[src/source/clint_pkg.sv]
// clint package: bus widths, register map and response codes for the CLINT

package clint_pkg;

  // one register word per bus beat
  localparam int XLEN       = 64;
  localparam int ADDR_WIDTH = 64;
  localparam int STRB_WIDTH = XLEN / 8;

  // register map for hart 0
  localparam logic [ADDR_WIDTH-1:0] MSIP_ADDR     = 64'h0000_0000_0200_0000;
  localparam logic [ADDR_WIDTH-1:0] MTIMECMP_ADDR = 64'h0000_0000_0200_4000;
  localparam logic [ADDR_WIDTH-1:0] MTIME_ADDR    = 64'h0000_0000_0200_BFF8;

  // every transfer is answered with OKAY
  localparam logic [1:0] RESP_OKAY = 2'b00;

endpackage

[src/source/clint.sv]
// clint top: AXI4 slave core-local interruptor with software and timer interrupts
`timescale 1ns/1ps

module clint #(
  parameter int AXI_ID_WIDTH   = 4,
  parameter int AXI_USER_WIDTH = 1,
  parameter int PRESCALE_WIDTH = 4
) (
  input  logic                               clk,
  input  logic                               rst,

  input  logic                               aw_valid_i,
  output logic                               aw_ready_o,
  input  logic [clint_pkg::ADDR_WIDTH-1:0]   aw_addr_i,
  input  logic [AXI_ID_WIDTH-1:0]            aw_id_i,
  input  logic [AXI_USER_WIDTH-1:0]          aw_user_i,

  input  logic                               w_valid_i,
  output logic                               w_ready_o,
  input  logic [clint_pkg::XLEN-1:0]         w_data_i,
  input  logic [clint_pkg::STRB_WIDTH-1:0]   w_strb_i,
  input  logic                               w_last_i,

  output logic                               b_valid_o,
  input  logic                               b_ready_i,
  output logic [1:0]                         b_resp_o,
  output logic [AXI_ID_WIDTH-1:0]            b_id_o,
  output logic [AXI_USER_WIDTH-1:0]          b_user_o,

  input  logic                               ar_valid_i,
  output logic                               ar_ready_o,
  input  logic [clint_pkg::ADDR_WIDTH-1:0]   ar_addr_i,
  input  logic [AXI_ID_WIDTH-1:0]            ar_id_i,
  input  logic [AXI_USER_WIDTH-1:0]          ar_user_i,

  output logic                               r_valid_o,
  input  logic                               r_ready_i,
  output logic [1:0]                         r_resp_o,
  output logic [clint_pkg::XLEN-1:0]         r_data_o,
  output logic                               r_last_o,
  output logic [AXI_ID_WIDTH-1:0]            r_id_o,
  output logic [AXI_USER_WIDTH-1:0]          r_user_o,

  output logic                               soft_irq_o,
  output logic                               timer_irq_o
);

  logic                              wr_en;
  logic [clint_pkg::ADDR_WIDTH-1:0]  wr_addr;
  logic [clint_pkg::XLEN-1:0]        wr_data;
  logic [clint_pkg::STRB_WIDTH-1:0]  wr_strb;
  logic [clint_pkg::ADDR_WIDTH-1:0]  rd_addr;
  logic [clint_pkg::XLEN-1:0]        rd_data;

  clint_axi_port #(
    .AXI_ID_WIDTH  (AXI_ID_WIDTH),
    .AXI_USER_WIDTH(AXI_USER_WIDTH)
  ) u_axi_port (
    .clk       (clk),
    .rst       (rst),
    .aw_valid_i(aw_valid_i),
    .aw_ready_o(aw_ready_o),
    .aw_addr_i (aw_addr_i),
    .aw_id_i   (aw_id_i),
    .aw_user_i (aw_user_i),
    .w_valid_i (w_valid_i),
    .w_ready_o (w_ready_o),
    .w_data_i  (w_data_i),
    .w_strb_i  (w_strb_i),
    .w_last_i  (w_last_i),
    .b_valid_o (b_valid_o),
    .b_ready_i (b_ready_i),
    .b_resp_o  (b_resp_o),
    .b_id_o    (b_id_o),
    .b_user_o  (b_user_o),
    .ar_valid_i(ar_valid_i),
    .ar_ready_o(ar_ready_o),
    .ar_addr_i (ar_addr_i),
    .ar_id_i   (ar_id_i),
    .ar_user_i (ar_user_i),
    .r_valid_o (r_valid_o),
    .r_ready_i (r_ready_i),
    .r_resp_o  (r_resp_o),
    .r_data_o  (r_data_o),
    .r_last_o  (r_last_o),
    .r_id_o    (r_id_o),
    .r_user_o  (r_user_o),
    .wr_en_o   (wr_en),
    .wr_addr_o (wr_addr),
    .wr_data_o (wr_data),
    .wr_strb_o (wr_strb),
    .rd_addr_o (rd_addr),
    .rd_data_i (rd_data)
  );

  clint_regs #(
    .PRESCALE_WIDTH(PRESCALE_WIDTH)
  ) u_regs (
    .clk        (clk),
    .rst        (rst),
    .wr_en_i    (wr_en),
    .wr_addr_i  (wr_addr),
    .wr_data_i  (wr_data),
    .wr_strb_i  (wr_strb),
    .rd_addr_i  (rd_addr),
    .rd_data_o  (rd_data),
    .soft_irq_o (soft_irq_o),
    .timer_irq_o(timer_irq_o)
  );

endmodule

[src/source/clint_axi_port.sv]
// clint bus port: AXI4 slave read/write channel FSMs driving register access strobes
`timescale 1ns/1ps

module clint_axi_port #(
  parameter int AXI_ID_WIDTH   = 4,
  parameter int AXI_USER_WIDTH = 1
) (
  input  logic                               clk,
  input  logic                               rst,

  input  logic                               aw_valid_i,
  output logic                               aw_ready_o,
  input  logic [clint_pkg::ADDR_WIDTH-1:0]   aw_addr_i,
  input  logic [AXI_ID_WIDTH-1:0]            aw_id_i,
  input  logic [AXI_USER_WIDTH-1:0]          aw_user_i,

  input  logic                               w_valid_i,
  output logic                               w_ready_o,
  input  logic [clint_pkg::XLEN-1:0]         w_data_i,
  input  logic [clint_pkg::STRB_WIDTH-1:0]   w_strb_i,
  input  logic                               w_last_i,

  output logic                               b_valid_o,
  input  logic                               b_ready_i,
  output logic [1:0]                         b_resp_o,
  output logic [AXI_ID_WIDTH-1:0]            b_id_o,
  output logic [AXI_USER_WIDTH-1:0]          b_user_o,

  input  logic                               ar_valid_i,
  output logic                               ar_ready_o,
  input  logic [clint_pkg::ADDR_WIDTH-1:0]   ar_addr_i,
  input  logic [AXI_ID_WIDTH-1:0]            ar_id_i,
  input  logic [AXI_USER_WIDTH-1:0]          ar_user_i,

  output logic                               r_valid_o,
  input  logic                               r_ready_i,
  output logic [1:0]                         r_resp_o,
  output logic [clint_pkg::XLEN-1:0]         r_data_o,
  output logic                               r_last_o,
  output logic [AXI_ID_WIDTH-1:0]            r_id_o,
  output logic [AXI_USER_WIDTH-1:0]          r_user_o,

  output logic                               wr_en_o,
  output logic [clint_pkg::ADDR_WIDTH-1:0]   wr_addr_o,
  output logic [clint_pkg::XLEN-1:0]         wr_data_o,
  output logic [clint_pkg::STRB_WIDTH-1:0]   wr_strb_o,
  output logic [clint_pkg::ADDR_WIDTH-1:0]   rd_addr_o,
  input  logic [clint_pkg::XLEN-1:0]         rd_data_i
);

  typedef enum logic {R_IDLE, R_DATA} r_state_e;
  typedef enum logic [1:0] {W_IDLE, W_DATA, W_RESP} w_state_e;

  r_state_e                          r_state_q;
  w_state_e                          w_state_q;
  logic [clint_pkg::ADDR_WIDTH-1:0]  rd_addr_q;
  logic [AXI_ID_WIDTH-1:0]           rd_id_q;
  logic [AXI_USER_WIDTH-1:0]         rd_user_q;
  logic [clint_pkg::ADDR_WIDTH-1:0]  wr_addr_q;
  logic [AXI_ID_WIDTH-1:0]           wr_id_q;
  logic [AXI_USER_WIDTH-1:0]         wr_user_q;
  logic                              ar_hs;
  logic                              r_hs;
  logic                              aw_hs;
  logic                              w_hs;
  logic                              b_hs;

  assign ar_hs = ar_valid_i && ar_ready_o;
  assign r_hs  = r_valid_o && r_ready_i;
  assign aw_hs = aw_valid_i && aw_ready_o;
  assign w_hs  = w_valid_i && w_ready_o;
  assign b_hs  = b_valid_o && b_ready_i;

  // read channel
  always_ff @(posedge clk) begin
    if (rst) begin
      r_state_q <= R_IDLE;
      rd_addr_q <= '0;
      rd_id_q   <= '0;
      rd_user_q <= '0;
    end else begin
      case (r_state_q)
        R_IDLE: if (ar_hs) begin
          r_state_q <= R_DATA;
          rd_addr_q <= ar_addr_i;
          rd_id_q   <= ar_id_i;
          rd_user_q <= ar_user_i;
        end
        R_DATA: if (r_hs) begin
          r_state_q <= R_IDLE;
          rd_addr_q <= '0;
        end
        default: r_state_q <= R_IDLE;
      endcase
    end
  end

  assign ar_ready_o = (r_state_q == R_IDLE) && ar_valid_i;
  assign r_valid_o  = (r_state_q == R_DATA);
  // single beat, so every beat is the last
  assign r_last_o   = r_valid_o;
  assign r_resp_o   = clint_pkg::RESP_OKAY;
  assign r_data_o   = rd_data_i;
  assign r_id_o     = rd_id_q;
  assign r_user_o   = rd_user_q;
  assign rd_addr_o  = rd_addr_q;

  // write channel
  always_ff @(posedge clk) begin
    if (rst) begin
      w_state_q <= W_IDLE;
      wr_addr_q <= '0;
      wr_id_q   <= '0;
      wr_user_q <= '0;
    end else begin
      case (w_state_q)
        W_IDLE: if (aw_hs) begin
          w_state_q <= W_DATA;
          wr_addr_q <= aw_addr_i;
          wr_id_q   <= aw_id_i;
          wr_user_q <= aw_user_i;
        end
        W_DATA: if (w_hs) begin
          // later beats of a burst hit nothing
          wr_addr_q <= '0;
          if (w_last_i) begin
            w_state_q <= W_RESP;
          end
        end
        W_RESP: if (b_hs) begin
          w_state_q <= W_IDLE;
        end
        default: w_state_q <= W_IDLE;
      endcase
    end
  end

  assign aw_ready_o = (w_state_q == W_IDLE) && aw_valid_i;
  assign w_ready_o  = (w_state_q == W_DATA) && w_valid_i;
  assign b_valid_o  = (w_state_q == W_RESP);
  assign b_resp_o   = clint_pkg::RESP_OKAY;
  assign b_id_o     = wr_id_q;
  assign b_user_o   = wr_user_q;

  assign wr_en_o    = w_hs;
  assign wr_addr_o  = wr_addr_q;
  assign wr_data_o  = w_data_i;
  assign wr_strb_o  = w_strb_i;

endmodule

[src/source/clint_regs.sv]
// clint register block: address decode, msip register and read data mux
`timescale 1ns/1ps

module clint_regs #(
  parameter int PRESCALE_WIDTH = 4
) (
  input  logic                               clk,
  input  logic                               rst,
  input  logic                               wr_en_i,
  input  logic [clint_pkg::ADDR_WIDTH-1:0]   wr_addr_i,
  input  logic [clint_pkg::XLEN-1:0]         wr_data_i,
  input  logic [clint_pkg::STRB_WIDTH-1:0]   wr_strb_i,
  input  logic [clint_pkg::ADDR_WIDTH-1:0]   rd_addr_i,
  output logic [clint_pkg::XLEN-1:0]         rd_data_o,
  output logic                               soft_irq_o,
  output logic                               timer_irq_o
);

  logic [clint_pkg::XLEN-1:0] wr_mask;
  logic [31:0]                msip_q;
  logic                       msip_we;
  logic                       mtime_we;
  logic                       mtimecmp_we;
  logic [clint_pkg::XLEN-1:0] mtime;
  logic [clint_pkg::XLEN-1:0] mtimecmp;

  // one mask byte per strobe
  always_comb begin
    for (int i = 0; i < clint_pkg::STRB_WIDTH; i++) begin
      wr_mask[8*i +: 8] = {8{wr_strb_i[i]}};
    end
  end

  assign msip_we     = wr_en_i && (wr_addr_i == clint_pkg::MSIP_ADDR);
  assign mtime_we    = wr_en_i && (wr_addr_i == clint_pkg::MTIME_ADDR);
  assign mtimecmp_we = wr_en_i && (wr_addr_i == clint_pkg::MTIMECMP_ADDR);

  // msip lives in the low word only
  always_ff @(posedge clk) begin
    if (rst) begin
      msip_q <= '0;
    end else if (msip_we) begin
      msip_q <= (msip_q & ~wr_mask[31:0]) | (wr_data_i[31:0] & wr_mask[31:0]);
    end
  end

  assign soft_irq_o = msip_q[0];

  clint_timer #(
    .PRESCALE_WIDTH(PRESCALE_WIDTH)
  ) u_timer (
    .clk          (clk),
    .rst          (rst),
    .mtime_we_i   (mtime_we),
    .mtimecmp_we_i(mtimecmp_we),
    .wr_data_i    (wr_data_i),
    .wr_mask_i    (wr_mask),
    .mtime_o      (mtime),
    .mtimecmp_o   (mtimecmp),
    .timer_irq_o  (timer_irq_o)
  );

  always_comb begin
    case (rd_addr_i)
      clint_pkg::MSIP_ADDR:     rd_data_o = {{(clint_pkg::XLEN-32){msip_q[31]}}, msip_q};
      clint_pkg::MTIMECMP_ADDR: rd_data_o = mtimecmp;
      clint_pkg::MTIME_ADDR:    rd_data_o = mtime;
      // unmapped reads as zero
      default:                  rd_data_o = '0;
    endcase
  end

endmodule

[src/source/clint_timer.sv]
// clint machine timer: prescaled mtime counter, mtimecmp and timer interrupt compare
`timescale 1ns/1ps

module clint_timer #(
  parameter int PRESCALE_WIDTH = 4
) (
  input  logic                        clk,
  input  logic                        rst,
  input  logic                        mtime_we_i,
  input  logic                        mtimecmp_we_i,
  input  logic [clint_pkg::XLEN-1:0]  wr_data_i,
  input  logic [clint_pkg::XLEN-1:0]  wr_mask_i,
  output logic [clint_pkg::XLEN-1:0]  mtime_o,
  output logic [clint_pkg::XLEN-1:0]  mtimecmp_o,
  output logic                        timer_irq_o
);

  logic [PRESCALE_WIDTH-1:0]   prescale_q;
  logic                        tick;
  logic [clint_pkg::XLEN-1:0]  mtime_q;
  logic [clint_pkg::XLEN-1:0]  mtimecmp_q;

  // free-running divider, wraps on its own
  always_ff @(posedge clk) begin
    if (rst) begin
      prescale_q <= '0;
    end else begin
      prescale_q <= prescale_q + 1'b1;
    end
  end

  assign tick = &prescale_q;

  // a bus write beats the tick in the same cycle
  always_ff @(posedge clk) begin
    if (rst) begin
      mtime_q <= '0;
    end else if (mtime_we_i) begin
      mtime_q <= (mtime_q & ~wr_mask_i) | (wr_data_i & wr_mask_i);
    end else if (tick) begin
      mtime_q <= mtime_q + 1'b1;
    end
  end

  always_ff @(posedge clk) begin
    if (rst) begin
      mtimecmp_q <= '0;
    end else if (mtimecmp_we_i) begin
      mtimecmp_q <= (mtimecmp_q & ~wr_mask_i) | (wr_data_i & wr_mask_i);
    end
  end

  assign mtime_o    = mtime_q;
  assign mtimecmp_o = mtimecmp_q;

  // unsigned compare, level held until mtimecmp moves ahead
  assign timer_irq_o = (mtime_q >= mtimecmp_q);

endmodule

[config.mk]
export PLATFORM = sky130hd
export DESIGN_NAME = clint
export DESIGN_NICKNAME = d
export VERILOG_FILES = /design/src/source/clint_pkg.sv /design/src/source/clint.sv /design/src/source/clint_axi_port.sv /design/src/source/clint_regs.sv /design/src/source/clint_timer.sv
export SDC_FILE = /design/constraint.sdc
export NUM_CORES = 1
export LEC_CHECK = 0
export ABC_CLOCK_PERIOD_IN_PS = 6800
export BUFFER_PORTS_ARGS = -buffer_cell sky130_fd_sc_hd__buf_2
export CAP_MARGIN = 20
export CORE_ASPECT_RATIO = 0.7
export CORE_UTILIZATION = 39
export DETAILED_ROUTE_END_ITERATION = 10
export MAX_ROUTING_LAYER = met4
export PLACE_DENSITY = 0.61
export SLEW_MARGIN = 20
export SYNTH_ARGS = -nofsm -noshare
export SYNTH_HDL_FRONTEND = slang
export SYNTH_HIERARCHICAL = 1
export SYNTH_SLANG_ARGS = --single-unit
[constraint.sdc]
create_clock -name clk -period 6.8 [get_ports clk]
set_input_delay 1.36 -clock clk [delete_from_list [all_inputs] [get_ports clk]]
set_output_delay 1.36 -clock clk [all_outputs]
set_load 0.005 [all_outputs]
* Word-level counts from Yosys, hierarchy flattened
Index checks and enable logic that the tools add are counted.
Word-level totals: bits in registers 305
Cells by class: add/sub/neg operators 2, reduce and logical (&&, ||, !) cells 20, multiplexer cells 17, order comparisons 1, bitwise gates (word level) 11, equal/unequal tests 14
Operators with widths (count):
- 64-bit by 26-bit == test with 1-bit output (second input constant) | 6
- 64-bit 2-to-1 mux | 6
- 64-bit one-hot mux with 2 select lines | 2
- 64-bit bitwise AND | 3
- 64-bit one-hot mux with 3 select lines | 1
- 64-bit OR | 2
- 64-bit by 1-bit adder with 64-bit output (second input constant) | 1
- 32-bit bitwise AND | 2
- 64-bit >= comparator | 1
- 64-bit inverter | 1
- 32-bit inverter | 1
- 32-bit OR | 1
- 1-bit logical AND | 11
- 2-bit 2-to-1 mux | 4
- 4-bit AND reduction | 2
- 2-bit by 1-bit inequality test with 1-bit output (second input constant) | 3
- 2-bit inequality test (second input constant) | 3
- 2-bit one-hot mux with 3 select lines | 1
- 2-bit AND reduction | 3
- 4-bit by 1-bit adder with 4-bit output (second input constant) | 1
- 2-bit nonzero test | 2
- 3-bit AND reduction | 1
- 2-bit by 1-bit == test with 1-bit output (second input constant) | 1
- 2-bit == test (second input constant) | 1
- other kinds (4) | 5

* Logic depth before layout (Yosys ltp)
word-level depth 5, mapped depth 15, gate-level depth less buffers 12

* Hierarchy
Netlist, hierarchy kept.
Modules (own cells, without submodules):
- clint_timer | area an instance 8499.4 sq um, instances 1, cells an instance 1158
- clint_axi_port | area an instance 5736.8 sq um, instances 1, cells an instance 555
- clint_regs | area an instance 2877.8 sq um, instances 1, cells an instance 364

* Worst setup path before layout
Ideal clock, no wire load.
path kind input -> register, start point input port w_valid_i, end point register (tool-made name), data required time 6.672 ns, library setup time 0.128 ns, path buffers 5, arrival time 4.087 ns, path slack 2.585 ns, stages 13, cells stage by stage and3_2 buf_4 nor4b_2 nand4_1 or4b_4 buf_6 nor2_1 clkbuf_1 clkbuf_1 clkbuf_1 nand2_1 o211ai_1 nor2_1
RTL lines:
- from (decl) | RTL line clint.sv:18 | input logic w_valid_i,

==> impl_metrics.json <==
{
  "clock-sinks": 305,
  "track_usage_pct": 24.5,
  "synth_ff_type": "dfxtp_1",
  "syn_area_um2": 17100,
  "firstDrtPassIters": 5,
  "power.switching_mw": 1.03,
  "worst_slack_ns": 1.49,
  "rows": 63,
  "min_period_ns": 5.31,
  "fin_cells": 2777,
  "cp-start-kind": "flip-flop",
  "antenna_found_initial": 9,
  "grt_pass1_vias": 14434,
  "p_comb_share_pct": 8.0,
  "cts_setup_buffers": 0,
  "port_buffers": 299,
  "cts_tree": "built",
  "finalPower_mw": 4.16,
  "nNetsFinal": 2443,
  "maxCapViolCount": 0,
  "ant_nets": 0,
  "setup_viol": 0,
  "dp_hpwl_mm": 38.3,
  "yosys_warnings": 6,
  "synth.distinct_cells": 75,
  "grt_pass1_wl_mm": 84.4,
  "ys_seq_area_share_pct": 35.7,
  "cts_inserted_buffers": 34,
  "syn_inst": 2077,
  "synth-seq-cells": 305,
  "dp_cells": 2708,
  "ctsHoldBuffers": 0,
  "drive_above_1_share_pct": 21.6,
  "place_area_um2": 17800,
  "grt_overflow": 0,
  "p_int_mw": 3.13,
  "switching_share_pct": 24.6,
  "initial_core_util_pct": 40.0,
  "arrival_ns": 3.95,
  "clk_transition_reported_paths_ns": 0.06,
  "endpoint_kind": "output pin",
  "critPathKind": "flip-flop to output pin",
  "wirelength_mm": 55.2,
  "io_pins": 304,
  "wl_per_cell_um": 19.9,
  "die_x_um": 252,
  "fmax_mhz": 188,
  "relSlewSlack_pct": 20.4,
  "postCtsResizedCells": 0,
  "worst_slew_pin_slew_ns": 1.18,
  "worstSkewPairLatency_ns": 0.53,
  "vias": 15974,
  "tns_ns": 0,
  "place_ws_ns": 1.55,
  "layout-area-overhead-vs-synth_pct": 11.0,
  "finalMaxSlewViolations": 0,
  "layout_commonest_cell": "dfxtp_1",
  "cts_buffer_depth": 3,
  "hold_ws_ns": 0.454,
  "synth_enable_flop_cells": 0,
  "fin_crit_sh_pct": 78.0,
  "viasPerCell": 5.75,
  "fillers": 4248,
  "ir_drop_uv": 138,
  "htree_levels": 2,
  "avgSynthCellArea_um2": 8.24,
  "drt_iter0_markers": 1703,
  "finalHoldViolCount": 0,
  "p_leak_nw": 6.95,
  "hp-class": "flip-flop to flip-flop",
  "seq_power_share_pct": 45.2,
  "fin_util_pct": 44.4,
  "cts_root_buffer": "clkbuf_16",
  "globalplace.congestion": 0.905,
  "status": "finished, final reports clean",
  "stdcell_area_um2": 19000,
  "die-area_um2": 44700,
  "drc": 0,
  "core-area_um2": 42800,
  "p_clk_share_pct": 46.8,
  "rsz0062_at_grt": "no",
  "fin_skew_ns": 0.0259,
  "cp_max_fo": 8,
  "required_ns": 5.44,
  "die_h_um": 177,
  "final_cell_mix": "304 x dfxtp_1, 298 x buf_2, 241 x nand2_1",
  "p_per_area_nw_per_um2": 219,
  "async_flop_share_pct": 0,
  "grt_max_degree": 109
}
power groups by stage:
stage | Clock (mW) | Combinational (mW) | Sequential [mW]
3_3_place_gp | 0 | 0.324 | 1.92
5_1_grt | 2.06 | 0.363 | 1.89
3_5_place_dp | 0 | 0.329 | 1.92
4_1_cts | 1.98 | 0.331 | 1.88
2_1_floorplan | 0 | 0.239 | 1.90
6_report | 1.95 | 0.333 | 1.88
Yosys cell counts, drive strengths merged (10+ instances only):
cell type / instances / area, um^2
ha: 66 / 826
nand2: 241 / 905
nor2: 137 / 514
dfxtp: 305 / 6110
a211oi: 11 / 82.6
and4: 11 / 98.8
a31oi: 26 / 163
a22oi: 65 / 488
or3: 12 / 75.1
and3: 10 / 63.8
inv: 81 / 304
nor3: 25 / 135
nand4: 72 / 475
a22o: 64 / 636
o2bb2ai: 64 / 561
nand3: 104 / 551
clkbuf: 81 / 305
nor4: 48 / 343
nand2b: 16 / 100
o21ai: 65 / 325
mux2i: 49 / 490
buf: 193 / 1430
a2111oi: 15 / 148
a21oi: 204 / 1030
worst max-delay path, stage by stage, from the launching register on:
cell and delay, ns:
dfxtp_1 0.41, ha_1 0.36, nand4_1 0.15, nor4_1 1.02, a21oi_1 0.12, o21ai_0 0.36, a2111oi_1 0.22, buf_4 0.22
o41ai_1 0.37, buf_2 0.20
final cells by class:
cell class	instances	area, um^2	share of cell area, %
antenna	9	22.5	0.119
clock buffer	50	1020	5.38
clock inverter	10	144	0.757
inverter	81	304	1.60
multi-input combinational	1420	9030	47.5
sequential	305	6110	32.2
tap	585	732	3.85
timing repair buffer	317	1640	8.62
cells by family (layout without fill, tap and decap cells):
family	Yosys count	count (layout)	share of synthesized area, %
compound gates	569	569	22.7
xor+xnor	15	15	0.768
fa+ha+maj	66	66	4.83
buf+inv	355	458	11.9
flops	305	305	35.7
mux	56	56	3.35
other cells	1	13	0.0219
simple gates	710	710	20.7
metal layers:
metal	GRT usage, %	wire length, um	vias to the layer above
met5	-	0	-
met4	7.10	1060	0
met3	3.06	3750	75
met2	35.8	24200	631
met1	35.2	26200	7670
li1	-	-	7598
final timing paths:
kind	to	cells past startpoint	slack, ns	from
max	timer_irq_o	9	1.49	flip-flop
min	u_axi_port/r_id_o[1]$_SDFFE_PP0P_	2	0.45	u_axi_port/r_id_o[1]$_SDFFE_PP0P_
max reg2reg	flip-flop	11	2.37	u_axi_port/w_state_q[0]$_SDFFE_PP0P_
min reg2reg	u_axi_port/r_id_o[1]$_SDFFE_PP0P_	2	0.45	u_axi_port/r_id_o[1]$_SDFFE_PP0P_
Note: power is estimated with default switching activity, not from simulation.
